File: config.mk
export PLATFORM = sky130hd
export DESIGN_NAME = decode_unit
export DESIGN_NICKNAME = d
export VERILOG_FILES = /design/src/logic/rv_decode_pkg.sv /design/src/logic/decode_ctrl_if.sv /design/src/logic/decode_unit.sv /design/src/logic/fetch_latch.sv /design/src/logic/imm_gen.sv /design/src/logic/inst_classifier.sv /design/src/logic/issue_register.sv
export SDC_FILE = /design/constraint.sdc
export NUM_CORES = 1
export LEC_CHECK = 0
export BUFFER_PORTS_ARGS = -buffer_cell sky130_fd_sc_hd__buf_2
export CAP_MARGIN = 5
export CELL_PAD_IN_SITES_DETAIL_PLACEMENT = 1
export CELL_PAD_IN_SITES_GLOBAL_PLACEMENT = 2
export CORE_MARGIN = 5
export CORE_UTILIZATION = 37
export DETAILED_ROUTE_END_ITERATION = 10
export HOLD_SLACK_MARGIN = 0.06
export PLACE_DENSITY_LB_ADDON = 0.1
export SYNTH_ARGS = -nofsm -noshare
export SYNTH_HDL_FRONTEND = slang
export SYNTH_SLANG_ARGS = --single-unit
File: constraint.sdc
create_clock -name clock -period 7.7 [get_ports clock]
set_input_delay 0.385 -clock clock [delete_from_list [all_inputs] [get_ports clock]]
set_output_delay 0.385 -clock clock [all_outputs]
set_load 0.02 [all_outputs]
File: src/logic/rv_decode_pkg.sv
package rv_decode_pkg;

  localparam int XLEN = 32;
  localparam int REG_ADDR_W = 5;

  // instruction field positions
  localparam int OPCODE_W = 7;
  localparam int RD_LSB = 7;
  localparam int FUNCT3_LSB = 12;
  localparam int FUNCT3_W = 3;
  localparam int RS1_LSB = 15;
  localparam int RS2_LSB = 20;
  localparam int FUNCT7_LSB = 25;
  localparam int FUNCT7_W = 7;

  // funct7 patterns of the base set; alt selects sub and sra
  localparam logic [FUNCT7_W-1:0] F7_BASE = 7'b0000000;
  localparam logic [FUNCT7_W-1:0] F7_ALT = 7'b0100000;

  typedef enum logic [OPCODE_W-1:0] {
    opc_lui    = 7'b0110111,
    opc_auipc  = 7'b0010111,
    opc_jal    = 7'b1101111,
    opc_jalr   = 7'b1100111,
    opc_branch = 7'b1100011,
    opc_load   = 7'b0000011,
    opc_store  = 7'b0100011,
    opc_op_imm = 7'b0010011,
    opc_op     = 7'b0110011
  } opcode_t;

  // compare ops share the encoding space so one field covers both
  typedef enum logic [3:0] {
    alu_add, alu_sub, alu_sll, alu_slt,
    alu_sltu, alu_xor, alu_srl, alu_sra,
    alu_or, alu_and, alu_beq, alu_bne,
    alu_blt, alu_bge, alu_bltu, alu_bgeu
  } alu_op_t;

  typedef enum logic [1:0] {
    npc_seq    = 2'b00,
    npc_jal    = 2'b01,
    npc_jalr   = 2'b10,
    npc_branch = 2'b11
  } npc_sel_t;

  typedef enum logic [1:0] {
    wdata_alu         = 2'b00,
    wdata_pc_plus4    = 2'b01,
    wdata_pc_plus_imm = 2'b10
  } wdata_sel_t;

  typedef enum logic [1:0] {
    fwd_regfile     = 2'b00,
    fwd_from_issue1 = 2'b01,
    fwd_from_issue2 = 2'b10
  } fwd_sel_t;

endpackage

File: src/logic/decode_ctrl_if.sv
`timescale 1ns/1ps

interface decode_ctrl_if;
  import rv_decode_pkg::*;

  alu_op_t    alu_op;
  logic       op2_imm;
  logic       op1_zero;
  logic       reg_wen;
  logic       mem_ren;
  logic       mem_wen;
  logic       size_b;
  logic       size_h;
  logic       sext;
  npc_sel_t   npc_sel;
  wdata_sel_t wdata_sel;
  logic       illegal;
  logic       uses_rs1;
  logic       uses_rs2;

  modport source (
    output alu_op, op2_imm, op1_zero, reg_wen, mem_ren, mem_wen,
           size_b, size_h, sext, npc_sel, wdata_sel, illegal, uses_rs1, uses_rs2
  );

  modport sink (
    input alu_op, op2_imm, op1_zero, reg_wen, mem_ren, mem_wen,
          size_b, size_h, sext, npc_sel, wdata_sel, illegal, uses_rs1, uses_rs2
  );

endinterface

File: src/logic/decode_unit.sv
`timescale 1ns/1ps

module decode_unit (
  input  logic                                 clock,
  input  logic                                 reset,
  input  logic                                 inst_valid,
  input  logic [rv_decode_pkg::XLEN-1:0]       inst,
  input  logic [rv_decode_pkg::XLEN-1:0]       pc,
  input  logic                                 block,
  input  logic                                 flush,
  output logic                                 ready,
  output logic                                 out_valid,
  output logic [rv_decode_pkg::XLEN-1:0]       out_pc,
  output rv_decode_pkg::alu_op_t               out_alu_op,
  output logic [rv_decode_pkg::XLEN-1:0]       out_imm,
  output logic [rv_decode_pkg::REG_ADDR_W-1:0] out_rs1,
  output logic [rv_decode_pkg::REG_ADDR_W-1:0] out_rs2,
  output logic [rv_decode_pkg::REG_ADDR_W-1:0] out_rd,
  output logic                                 out_reg_wen,
  output logic                                 out_mem_ren,
  output logic                                 out_mem_wen,
  output logic                                 out_size_b,
  output logic                                 out_size_h,
  output logic                                 out_sext,
  output rv_decode_pkg::npc_sel_t              out_npc_sel,
  output rv_decode_pkg::wdata_sel_t            out_wdata_sel,
  output logic                                 out_illegal,
  output rv_decode_pkg::fwd_sel_t              fwd1_sel,
  output rv_decode_pkg::fwd_sel_t              fwd2_sel
);
  import rv_decode_pkg::*;

  logic            lat_valid;
  logic [XLEN-1:0] lat_inst;
  logic [XLEN-1:0] lat_pc;
  logic [XLEN-1:0] imm;

  decode_ctrl_if ctrl_if ();

  fetch_latch fetch_latch_i (
    .clock      (clock),
    .reset      (reset),
    .inst_valid (inst_valid),
    .inst       (inst),
    .pc         (pc),
    .block      (block),
    .flush      (flush),
    .ready      (ready),
    .lat_valid  (lat_valid),
    .lat_inst   (lat_inst),
    .lat_pc     (lat_pc)
  );

  // classifier and immediate both work on the latched word
  inst_classifier inst_classifier_i (
    .lat_inst (lat_inst),
    .ctrl     (ctrl_if.source)
  );

  imm_gen imm_gen_i (
    .lat_inst (lat_inst),
    .imm      (imm)
  );

  issue_register issue_register_i (
    .clock         (clock),
    .reset         (reset),
    .block         (block),
    .flush         (flush),
    .lat_valid     (lat_valid),
    .lat_inst      (lat_inst),
    .lat_pc        (lat_pc),
    .imm           (imm),
    .ctrl          (ctrl_if.sink),
    .out_valid     (out_valid),
    .out_pc        (out_pc),
    .out_alu_op    (out_alu_op),
    .out_imm       (out_imm),
    .out_rs1       (out_rs1),
    .out_rs2       (out_rs2),
    .out_rd        (out_rd),
    .out_reg_wen   (out_reg_wen),
    .out_mem_ren   (out_mem_ren),
    .out_mem_wen   (out_mem_wen),
    .out_size_b    (out_size_b),
    .out_size_h    (out_size_h),
    .out_sext      (out_sext),
    .out_npc_sel   (out_npc_sel),
    .out_wdata_sel (out_wdata_sel),
    .out_illegal   (out_illegal),
    .fwd1_sel      (fwd1_sel),
    .fwd2_sel      (fwd2_sel)
  );

endmodule

File: src/logic/fetch_latch.sv
`timescale 1ns/1ps

module fetch_latch (
  input  logic                           clock,
  input  logic                           reset,
  input  logic                           inst_valid,
  input  logic [rv_decode_pkg::XLEN-1:0] inst,
  input  logic [rv_decode_pkg::XLEN-1:0] pc,
  input  logic                           block,
  input  logic                           flush,
  output logic                           ready,
  output logic                           lat_valid,
  output logic [rv_decode_pkg::XLEN-1:0] lat_inst,
  output logic [rv_decode_pkg::XLEN-1:0] lat_pc
);
  import rv_decode_pkg::*;

  logic [REG_ADDR_W-1:0] lat_rd;
  logic [REG_ADDR_W-1:0] in_rs1;
  logic [REG_ADDR_W-1:0] in_rs2;
  logic                  lat_load;
  logic                  accept;

  assign lat_rd = lat_inst[RD_LSB +: REG_ADDR_W];

  // raw source fields of the incoming word, whatever its format
  assign in_rs1 = inst[RS1_LSB +: REG_ADDR_W];
  assign in_rs2 = inst[RS2_LSB +: REG_ADDR_W];

  // latched load that writes a real register
  assign lat_load = lat_valid && (opcode_t'(lat_inst[OPCODE_W-1:0]) == opc_load) &&
                    (lat_rd != '0);

  // hold the consumer until the load has moved on to issue
  assign ready = !(lat_load && ((in_rs1 == lat_rd) || (in_rs2 == lat_rd)));

  assign accept = inst_valid && ready && !block && !flush;

  always_ff @(posedge clock) begin
    if (reset) begin
      lat_valid <= 1'b0;
      lat_inst <= '0;
    end else if (!block) begin
      if (accept) begin
        lat_valid <= 1'b1;
        lat_inst <= inst;
      end else begin
        // empty slot, downstream sees a bubble
        lat_valid <= 1'b0;
        lat_inst <= '0;
      end
    end
  end

  always_ff @(posedge clock) begin
    if (accept) begin
      lat_pc <= pc;
    end
  end

endmodule

File: src/logic/imm_gen.sv
`timescale 1ns/1ps

module imm_gen (
  input  logic [rv_decode_pkg::XLEN-1:0] lat_inst,
  output logic [rv_decode_pkg::XLEN-1:0] imm
);
  import rv_decode_pkg::*;

  opcode_t opcode;
  logic    sign;

  assign opcode = opcode_t'(lat_inst[OPCODE_W-1:0]);
  assign sign = lat_inst[XLEN-1];

  always_comb begin
    case (opcode)
      // U format, upper 20 bits
      opc_lui, opc_auipc: imm = {lat_inst[31:12], 12'b0};
      // J format, halfword aligned offset
      opc_jal: imm = {{12{sign}}, lat_inst[19:12], lat_inst[20], lat_inst[30:21], 1'b0};
      opc_branch: imm = {{20{sign}}, lat_inst[7], lat_inst[30:25], lat_inst[11:8], 1'b0};
      opc_jalr, opc_load, opc_op_imm: imm = {{20{sign}}, lat_inst[31:20]};
      opc_store: imm = {{20{sign}}, lat_inst[31:25], lat_inst[11:7]};
      // R format and unknown opcodes
      default: imm = '0;
    endcase
  end

endmodule

File: src/logic/inst_classifier.sv
`timescale 1ns/1ps

module inst_classifier (
  input  logic [rv_decode_pkg::XLEN-1:0] lat_inst,
  decode_ctrl_if.source                  ctrl
);
  import rv_decode_pkg::*;

  opcode_t             opcode;
  logic [FUNCT3_W-1:0] funct3;
  logic [FUNCT7_W-1:0] funct7;
  logic                legal;

  assign opcode = opcode_t'(lat_inst[OPCODE_W-1:0]);
  assign funct3 = lat_inst[FUNCT3_LSB +: FUNCT3_W];
  assign funct7 = lat_inst[FUNCT7_LSB +: FUNCT7_W];

  // register and immediate arithmetic share the funct3 map
  function automatic alu_op_t arith_op(input logic [FUNCT3_W-1:0] f3, input logic alt);
    case (f3)
      3'b000:  return alt ? alu_sub : alu_add;
      3'b001:  return alu_sll;
      3'b010:  return alu_slt;
      3'b011:  return alu_sltu;
      3'b100:  return alu_xor;
      3'b101:  return alt ? alu_sra : alu_srl;
      3'b110:  return alu_or;
      default: return alu_and;
    endcase
  endfunction

  // only base integer encodings pass
  always_comb begin
    case (opcode)
      opc_lui, opc_auipc, opc_jal: legal = 1'b1;
      opc_jalr:   legal = (funct3 == 3'b000);
      opc_branch: legal = (funct3 != 3'b010) && (funct3 != 3'b011);
      opc_load:   legal = (funct3 inside {3'b000, 3'b001, 3'b010, 3'b100, 3'b101});
      opc_store:  legal = (funct3 inside {3'b000, 3'b001, 3'b010});
      opc_op_imm: begin
        if (funct3 == 3'b001) legal = (funct7 == F7_BASE);
        else if (funct3 == 3'b101) legal = (funct7 == F7_BASE) || (funct7 == F7_ALT);
        else legal = 1'b1;
      end
      opc_op: legal = (funct7 == F7_BASE) ||
                      ((funct7 == F7_ALT) && (funct3 inside {3'b000, 3'b101}));
      default: legal = 1'b0;
    endcase
  end

  always_comb begin
    ctrl.alu_op = alu_add;
    ctrl.op2_imm = 1'b0;
    ctrl.op1_zero = 1'b0;
    ctrl.reg_wen = 1'b0;
    ctrl.mem_ren = 1'b0;
    ctrl.mem_wen = 1'b0;
    ctrl.size_b = 1'b0;
    ctrl.size_h = 1'b0;
    ctrl.sext = 1'b0;
    ctrl.npc_sel = npc_seq;
    ctrl.wdata_sel = wdata_alu;
    ctrl.illegal = !legal;
    ctrl.uses_rs1 = 1'b0;
    ctrl.uses_rs2 = 1'b0;
    if (legal) begin
      case (opcode)
        opc_lui: begin
          // x0 + imm through the adder
          ctrl.op1_zero = 1'b1;
          ctrl.op2_imm = 1'b1;
          ctrl.reg_wen = 1'b1;
        end
        opc_auipc: begin
          ctrl.reg_wen = 1'b1;
          ctrl.wdata_sel = wdata_pc_plus_imm;
        end
        opc_jal: begin
          ctrl.reg_wen = 1'b1;
          ctrl.npc_sel = npc_jal;
          ctrl.wdata_sel = wdata_pc_plus4;
        end
        opc_jalr: begin
          ctrl.op2_imm = 1'b1;
          ctrl.reg_wen = 1'b1;
          ctrl.npc_sel = npc_jalr;
          ctrl.wdata_sel = wdata_pc_plus4;
          ctrl.uses_rs1 = 1'b1;
        end
        opc_branch: begin
          case (funct3)
            3'b000:  ctrl.alu_op = alu_beq;
            3'b001:  ctrl.alu_op = alu_bne;
            3'b100:  ctrl.alu_op = alu_blt;
            3'b101:  ctrl.alu_op = alu_bge;
            3'b110:  ctrl.alu_op = alu_bltu;
            default: ctrl.alu_op = alu_bgeu;
          endcase
          ctrl.npc_sel = npc_branch;
          ctrl.uses_rs1 = 1'b1;
          ctrl.uses_rs2 = 1'b1;
        end
        opc_load: begin
          ctrl.op2_imm = 1'b1;
          ctrl.reg_wen = 1'b1;
          ctrl.mem_ren = 1'b1;
          ctrl.size_b = (funct3 == 3'b000) || (funct3 == 3'b100);
          ctrl.size_h = (funct3 == 3'b001) || (funct3 == 3'b101);
          // lb and lh sign extend, lbu and lhu do not
          ctrl.sext = (funct3 == 3'b000) || (funct3 == 3'b001);
          ctrl.uses_rs1 = 1'b1;
        end
        opc_store: begin
          ctrl.op2_imm = 1'b1;
          ctrl.mem_wen = 1'b1;
          ctrl.size_b = (funct3 == 3'b000);
          ctrl.size_h = (funct3 == 3'b001);
          ctrl.uses_rs1 = 1'b1;
          ctrl.uses_rs2 = 1'b1;
        end
        opc_op_imm: begin
          // no subi, so alt only matters for the shift
          ctrl.alu_op = arith_op(funct3, (funct3 == 3'b101) && (funct7 == F7_ALT));
          ctrl.op2_imm = 1'b1;
          ctrl.reg_wen = 1'b1;
          ctrl.uses_rs1 = 1'b1;
        end
        default: begin
          ctrl.alu_op = arith_op(funct3, funct7 == F7_ALT);
          ctrl.reg_wen = 1'b1;
          ctrl.uses_rs1 = 1'b1;
          ctrl.uses_rs2 = 1'b1;
        end
      endcase
    end
  end

endmodule

File: src/logic/issue_register.sv
`timescale 1ns/1ps

module issue_register (
  input  logic                                 clock,
  input  logic                                 reset,
  input  logic                                 block,
  input  logic                                 flush,
  input  logic                                 lat_valid,
  input  logic [rv_decode_pkg::XLEN-1:0]       lat_inst,
  input  logic [rv_decode_pkg::XLEN-1:0]       lat_pc,
  input  logic [rv_decode_pkg::XLEN-1:0]       imm,
  decode_ctrl_if.sink                          ctrl,
  output logic                                 out_valid,
  output logic [rv_decode_pkg::XLEN-1:0]       out_pc,
  output rv_decode_pkg::alu_op_t               out_alu_op,
  output logic [rv_decode_pkg::XLEN-1:0]       out_imm,
  output logic [rv_decode_pkg::REG_ADDR_W-1:0] out_rs1,
  output logic [rv_decode_pkg::REG_ADDR_W-1:0] out_rs2,
  output logic [rv_decode_pkg::REG_ADDR_W-1:0] out_rd,
  output logic                                 out_reg_wen,
  output logic                                 out_mem_ren,
  output logic                                 out_mem_wen,
  output logic                                 out_size_b,
  output logic                                 out_size_h,
  output logic                                 out_sext,
  output rv_decode_pkg::npc_sel_t              out_npc_sel,
  output rv_decode_pkg::wdata_sel_t            out_wdata_sel,
  output logic                                 out_illegal,
  output rv_decode_pkg::fwd_sel_t              fwd1_sel,
  output rv_decode_pkg::fwd_sel_t              fwd2_sel
);
  import rv_decode_pkg::*;

  logic                  issue;
  logic [REG_ADDR_W-1:0] next_rs1;
  logic [REG_ADDR_W-1:0] next_rs2;
  logic [REG_ADDR_W-1:0] next_rd;
  logic [REG_ADDR_W-1:0] rd_hist2;
  fwd_sel_t              next_fwd1;
  fwd_sel_t              next_fwd2;

  // nearest producer wins, x0 is never forwarded
  function automatic fwd_sel_t pick_fwd(input logic used,
                                        input logic [REG_ADDR_W-1:0] rs,
                                        input logic [REG_ADDR_W-1:0] rd1,
                                        input logic [REG_ADDR_W-1:0] rd2);
    if (!used || (rs == '0)) return fwd_regfile;
    if (rs == rd1) return fwd_from_issue1;
    if (rs == rd2) return fwd_from_issue2;
    return fwd_regfile;
  endfunction

  // a flushed or empty latch goes out as a bubble
  assign issue = lat_valid && !flush;

  assign next_rs1 = ctrl.op1_zero ? '0 : lat_inst[RS1_LSB +: REG_ADDR_W];
  // immediate takes the rs2 slot unless store data still needs it
  assign next_rs2 = (ctrl.op2_imm && !ctrl.uses_rs2) ? '0 : lat_inst[RS2_LSB +: REG_ADDR_W];
  assign next_rd = (issue && ctrl.reg_wen) ? lat_inst[RD_LSB +: REG_ADDR_W] : '0;

  // out_rd is the instruction one ahead, rd_hist2 the one before it
  assign next_fwd1 = pick_fwd(issue && ctrl.uses_rs1, next_rs1, out_rd, rd_hist2);
  assign next_fwd2 = pick_fwd(issue && ctrl.uses_rs2, next_rs2, out_rd, rd_hist2);

  always_ff @(posedge clock) begin
    if (reset) begin
      out_valid <= 1'b0;
      out_reg_wen <= 1'b0;
      out_mem_ren <= 1'b0;
      out_mem_wen <= 1'b0;
      out_rd <= '0;
      rd_hist2 <= '0;
    end else if (!block) begin
      out_valid <= issue;
      out_reg_wen <= issue && ctrl.reg_wen;
      out_mem_ren <= issue && ctrl.mem_ren;
      out_mem_wen <= issue && ctrl.mem_wen;
      out_rd <= next_rd;
      rd_hist2 <= out_rd;
    end
  end

  always_ff @(posedge clock) begin
    if (!block) begin
      out_pc <= lat_pc;
      out_alu_op <= issue ? ctrl.alu_op : alu_add;
      out_imm <= (issue && !ctrl.illegal) ? imm : '0;
      out_rs1 <= issue ? next_rs1 : '0;
      out_rs2 <= issue ? next_rs2 : '0;
      out_size_b <= issue && ctrl.size_b;
      out_size_h <= issue && ctrl.size_h;
      out_sext <= issue && ctrl.sext;
      out_npc_sel <= issue ? ctrl.npc_sel : npc_seq;
      out_wdata_sel <= issue ? ctrl.wdata_sel : wdata_alu;
      out_illegal <= issue && ctrl.illegal;
      fwd1_sel <= next_fwd1;
      fwd2_sel <= next_fwd2;
    end
  end

endmodule

==> results.ini, run 1 <==
[run_status]
status=complete, no violations

[detailed_routing]
vias=5083
finalWirelength_um=19200
wl_per_cell_um=20.1
via_per_inst=5.32
drc_errors=0
postRouteAntennaNets=0
drt_iter0_markers=301
first_pass_iters=5

[clock_network]
numCtsBuffers=17
cts.sink_count=169
holdBufCountCts=0
path_clk_slew_ns=0.07
root_buffer=clkbuf_16
cts_max_level=4
cts_resized=0
clock_latency_ns=0.43
cts_setup_buffers=0
cts_tree=built
ctsLongestPathBuffers=2

[layout]
final_common_cell=buf_2
drive_above_1_share_pct=29.7
area_growth_pct=22.7
antenna_cells=0
nets=778
final_cell_mix=168 x buf_2, 122 x edfxtp_1, 73 x nor2_1
nFillCells=2021

[synthesis]
yosys_warnings=0
syn-num-nets=633
netlist_instances=564
synth_area_per_cell_um2=12.3
ys_types=65
synth_seq_cells=169
netlist_area_um2=6930
synthFlopType=edfxtp_1
synth_enable_flop_cells=122
async_flop_share_pct=0
ys_seq_area_share_pct=66.4

[floorplan]
num_rows=50
die-width_um=147
initial_core_util_pct=37.3
core_area_um2=18600
dieHeight_um=147
ios=169
dieArea_um2=21600

[timing]
final.setup_skew_ns=0.0102
period_needed_ns=3.42
fmax_ghz=0.292
hold_viol=0
fin_crit_sh_pct=44.5
worst_slack_ns=4.28
rsz0062_at_grt=false
slew_headroom_pct=11.1
setup_tns_ns=0
report.final.slew_viol_count=0
setup_viol=0
max_slew.worst_pin.slew_ns=1.32

[hold_path]
hold_class=in -> reg
min_from=pc[26]
hold_depth=1
hold_end=fetch_latch_i.lat_pc[26]

[worst_setup_path]
worstReg2RegEnd=issue_register_i.out_imm[22]
cp.required_ns=7.99
critPathCaptureType=flop
path_class=reg -> reg
r2r-start=fetch_latch_i.lat_inst[4]
r2r_cells=7
cpMaxStageDelayCell=nor2b_1
start_kind=flop
reg2reg_slack_ns=4.28
cp.arrival_ns=3.72
crit_chain=or3b_2, o21ai_0, nor2b_1, o41ai_2, buf_4, nor3_2, a21o_1
path_max_fanout=12
critPathMaxStageDelay_ns=0.76

[run]
cap_violations=0

[global_routing]
grt_overflow_total=0
grt_pass1_wl_um=30200
antenna_found_initial=0
grt_pass1_vias=5327
grtUsageTotal_pct=17.8
grt_start_max_net_pins=76

[placed_design]
gp_congestion=0.808
port_buffers=168
dp_slack_ns=4.27
hpwl_um=13500

[pwr]
power_mw=2.01
p_leak_nw=3.36
ir_worst_vdd_mv=0.150
power.density_nw_per_um2=236

[through the flow]
step / hold WS, ns / instances / area, um^2 / util [%]
CTS: 0.103 / 955 / 8510 / 45.8
floorplan: 0.400 / 564 / 6930 / -
detailed placement: 0.405 / 924 / 7920 / 42.6
global placement: 0.400 / 924 / 7920 / 42.6
global route: 0.104 / 955 / 8510 / 45.8
finish: 0.129 / 955 / 8510 / 45.8
[where the power goes]
| group | total, mW | switching (mW) | internal, mW | leakage, nW |
|---|---|---|---|---|
| combinational | 0.122 | 0.0798 | 0.0418 | 1.48 |
| sequential | 1.02 | 0.0177 | 1.01 | 1.58 |
| clock | 0.859 | 0.374 | 0.485 | 0.293 |
[registers in the layout, indices dropped and copies added, names as in the netlist]
signal	count
issue_register_i.out_rs2	5
issue_register_i.out_wdata_sel	2
issue_register_i.out_alu_op	4
issue_register_i.out_sext	1
issue_register_i.out_size_h	1
issue_register_i.out_valid	1
issue_register_i.out_npc_sel	2
fetch_latch_i.lat_valid	1
issue_register_i.out_size_b	1
issue_register_i.out_pc	32
fetch_latch_i.lat_inst	32
issue_register_i.fwd2_sel	2
issue_register_i.rd_hist2	5
issue_register_i.out_illegal	1
issue_register_i.out_reg_wen	1
issue_register_i.out_rd	5
issue_register_i.out_rs1	5
issue_register_i.out_mem_wen	1
issue_register_i.fwd1_sel	2
issue_register_i.out_imm	32
issue_register_i.out_mem_ren	1
fetch_latch_i.lat_pc	32
[per-layer routing]
| metal | GRT usage [%] | vias to the layer above | routed length [um] |
|---|---|---|---|
| met5 | 0 | - | 0 |
| met4 | 6.49 | 0 | 376 |
| met3 | 5.49 | 25 | 1400 |
| met2 | 27.1 | 177 | 8530 |
| met1 | 24.2 | 2484 | 8890 |
| li1 | - | 2397 | - |
[cell families (layout without fill, tap and decap cells)]
logic type	count (synthesis)	after routing	share of synthesized area, %
buffers and inverters	57	214	3.30
DFF	169	169	66.4
xor gates and xnor gates	22	22	2.78
AOI/OAI and AO/OA	126	126	13.3
muxes	6	6	0.866
and+or+nand+nor	184	184	13.3
[cells in the mapped netlist, types with 2 or more instances]
master,instances,area (um^2)
o21ai_0,12,60.1
and3_1,13,81.3
inv_1,10,37.5
a22oi_1,41,308
o22ai_1,7,43.8
nor4bb_1,3,30.0
nor2_1,73,274
nand2b_1,4,25.0
o22ai_2,2,25.0
edfxtp_1,122,3660
xor2_1,7,61.3
o31ai_1,2,15.0
xnor2_1,15,131
nand3_1,13,65.1
a31oi_1,9,56.3
dfxtp_1,47,941
nor4b_1,4,35.0
a21oi_1,16,80.1
mux2i_1,6,60.1
nor4_1,2,12.5
and2_1,7,43.8
clkbuf_1,39,146
or3_1,6,37.5
nor2b_1,2,12.5
a311oi_1,2,17.5
nand3b_1,3,22.5
buf_2,3,15.0
nor3_1,12,60.1
nand2_1,27,101
o32ai_1,5,43.8
a21o_1,12,90.1
buf_1,2,7.51
nor3b_1,4,30.0
[worst max-delay path by stage]
stage | startpoint | to | slack (ns) | cells past startpoint
3_5_place_dp | fetch_latch_i.lat_inst[4] | issue_register_i.out_imm[21] | 4.27 | 7
2_1_floorplan | block | issue_register_i.fwd1_sel[0] | 4.42 | 2
4_1_cts | fetch_latch_i.lat_inst[4] | issue_register_i.out_imm[21] | 4.25 | 7
3_3_place_gp | fetch_latch_i.lat_inst[4] | issue_register_i.out_imm[21] | 4.45 | 7
5_1_grt | fetch_latch_i.lat_inst[4] | issue_register_i.out_imm[21] | 4.05 | 7
6_report | fetch_latch_i.lat_inst[4] | issue_register_i.out_imm[22] | 4.28 | 7
[final cells by class]
cell class / count / area, um^2 / share of cell area (%)
clock buffer: 17 / 425 / 5.00
clock inverter: 14 / 159 / 1.87
inverter: 11 / 42.5 / 0.500
multi-input combinational: 338 / 2110 / 24.8
sequential: 169 / 4600 / 54.1
tap: 234 / 293 / 3.44
timing repair buffer: 172 / 871 / 10.2
[critical path: cells and delay by family, from the launching register on]
family | cells | cell delay [ns]
flip-flops | 1 | 0.56
AND/OR/NAND/NOR | 3 | 1.85
buffers and inverters | 1 | 0.27
AO/OA/AOI/OAI | 3 | 0.59
(Power assumes the default switching activity.)
==> inputs of run 2 (changes only) <==
- CORE_UTILIZATION: 37 -> 35
- clock period: 7.7 -> 3.5 ns (I/O delays scaled with it)
==> run 2 against run 1 <==
  * Global-route usage is 0.50 points higher
  * Fmax increased by 17%
  * Sequential share of layout area is 4.4 points lower
  * Utilization grew 1.8 points
  * Non-clock buffer count grew 72
  * Die area grew 5.3%
  * Clock power up 120%
  * Final cell count grew 11%
  * Clock skew is 0.0018 ns lower
  * Setup slack worse by 3.7 ns
  * Critical path type unchanged
  * Critical endpoint is now issue_register_i.out_imm[21]
==> results.ini, run 2 (same netlist as run 1, synthesis figures left out) <==
[clock_network]
cts.sink_count=169  ; unchanged
numCtsBuffers=17  ; unchanged
cts_resized=0  ; unchanged
path_clk_slew_ns=0.07  ; about the same
ctsLongestPathBuffers=2  ; unchanged
cts_tree=built
cts_max_level=4  ; unchanged
clock_latency_ns=0.43  ; about the same
root_buffer=clkbuf_16
cts_setup_buffers=0  ; unchanged

[floorplan]
die-width_um=151  ; +2.6%
num_rows=51  ; +2.0%
initial_core_util_pct=35.6  ; -1.7 points
dieArea_um2=22700  ; +5.3%
ios=169  ; unchanged
core_area_um2=19500  ; +4.7%
dieHeight_um=151  ; +2.6%

[detailed_routing]
first_pass_iters=5  ; unchanged
vias=5391  ; +6.1%
drc_errors=0  ; unchanged
finalWirelength_um=20900  ; +8.7%
via_per_inst=5.09  ; -4.4%
drt_iter0_markers=249  ; -17%
postRouteAntennaNets=0  ; unchanged
wl_per_cell_um=19.7  ; -2.0%

[global_routing]
grt_pass1_vias=5534  ; +3.9%
grt_pass1_wl_um=32000  ; +5.9%
grtUsageTotal_pct=18.3  ; +0.50 points
antenna_found_initial=0  ; unchanged
grt_overflow_total=0  ; unchanged
grt_start_max_net_pins=71  ; -6.6%

[worst_setup_path]
critical-path-top-delay-family=simple AND/OR/NAND/NOR gates
critPathMaxStageDelay_ns=0.57  ; -0.19 ns
path_buf_inv=1  ; unchanged
crit_start=fetch_latch_i.lat_inst[31]
path_max_fanout=11  ; -1
cpMaxStageDelayCell=nor3_2
r2r-start=fetch_latch_i.lat_inst[31]
crit_chain=or4_4, a2111o_1, a311oi_4, o41ai_2, buf_4, nor3_2, a21o_1
start_kind=flop
cp.arrival_ns=3.21  ; -0.51 ns
cp.required_ns=3.79  ; -4.20 ns
critPathCaptureType=flop
path_class=reg -> reg

[layout]
antenna_cells=0  ; unchanged
nFillCells=2088  ; +3.3%
final_cell_mix=168 x buf_2, 122 x edfxtp_1, 73 x nor2_1
post-route-cell-area_um2=9270  ; +8.9%
area_growth_pct=33.7
drive_above_1_share_pct=28.0  ; -1.7 points
nets=850  ; +9.3%
final_util_pct=47.6  ; +1.8 points
final_common_cell=buf_2

[timing]
setup_viol=0  ; unchanged
whs_ns=0.309  ; +0.179 ns
slew_headroom_pct=41.9  ; +31 points
period_needed_ns=2.92  ; -0.506 ns
final.setup_skew_ns=0.00838  ; -0.00184 ns
setup_tns_ns=0  ; unchanged
hold_viol=0  ; unchanged
fin_crit_sh_pct=83.4  ; +39 points
fmax_ghz=0.343  ; +17%
report.final.slew_viol_count=0  ; unchanged
worst_slack_ns=0.583  ; -3.69 ns
rsz0062_at_grt=false
max_slew.worst_pin.slew_ns=0.872  ; -0.452 ns

[placed_design]
hpwl_um=14300  ; +5.9%
gp_congestion=0.806  ; -0.17%
dp_slack_ns=0.609  ; -3.66 ns
dpl_cell_area_um2=8040  ; +1.4%
port_buffers=168  ; unchanged

[run_status]
status=complete, no violations

[run]
cap_violations=0  ; unchanged

[pwr]
ir_worst_vdd_mv=0.314  ; +110%
p_leak_nw=3.66  ; +9.1%
power.density_nw_per_um2=481  ; +100%

[hold_path]
min_from=reset
hold_class=in -> reg

==> run 2: layout make-up <==
class,instances,area (um^2),area share (%)
clock buffer,17,425,4.59
clock inverter,15,165,1.78
inverter,11,42.5,0.459
multi-input combinational,338,2110,22.8
sequential,169,4600,49.7
tap,265,332,3.58
timing repair buffer,244,1580,17.1
==> run 2: timing repair <==
item | in CTS | in global routing
endpoints found under the hold margin | 64 | 0
hold buffers | 64 | 0
endpoints found under the setup margin | 0 | 0
==> run 2: worst paths after layout <==
check | endpoint | slack, ns | cells past startpoint
worst max register to register | issue_register_i.out_imm[21] | 0.58 | 7
worst max-delay path | issue_register_i.out_imm[21] | 0.58 | 7
worst min register to register | issue_register_i.out_pc[22] | 0.42 | 0
worst min-delay path | issue_register_i.out_reg_wen | 0.31 | 3
==> run 2: where the power goes <==
| group | switching [mW] | total [mW] | leakage (nW) | internal [mW] |
|---|---|---|---|---|
| Combinational | 0.189 | 0.331 | 1.79 | 0.142 |
| Sequential | 0.0396 | 2.25 | 1.58 | 2.22 |
| Clock | 0.856 | 1.87 | 0.288 | 1.01 |
==> run 2: per-stage QoR <==
stage          total power, mW  std cells
2_1_floorplan             2.45        564
3_3_place_gp              2.57        963
3_5_place_dp              2.58        963
4_1_cts                   4.51       1059
5_1_grt                   4.64       1059
6_report                  4.45       1059
==> run 2: worst min-delay path, stage by stage <==
cell	delay, ns
buf_2	0.09
buf_4	0.28
o22ai_2	0.14
==> run 2: layer usage <==
layer / track usage [%] / share of wire [%] / routed length [um] / vias up
met4: 5.21 / 1.2 / 249 / 0
li1: - / - / - / 2541
met5: 0 / 0 / 0 / -
met1: 25.1 / 46 / 9580 / 2649
met2: 29.2 / 46 / 9620 / 183
met3: 4.27 / 6.8 / 1420 / 18
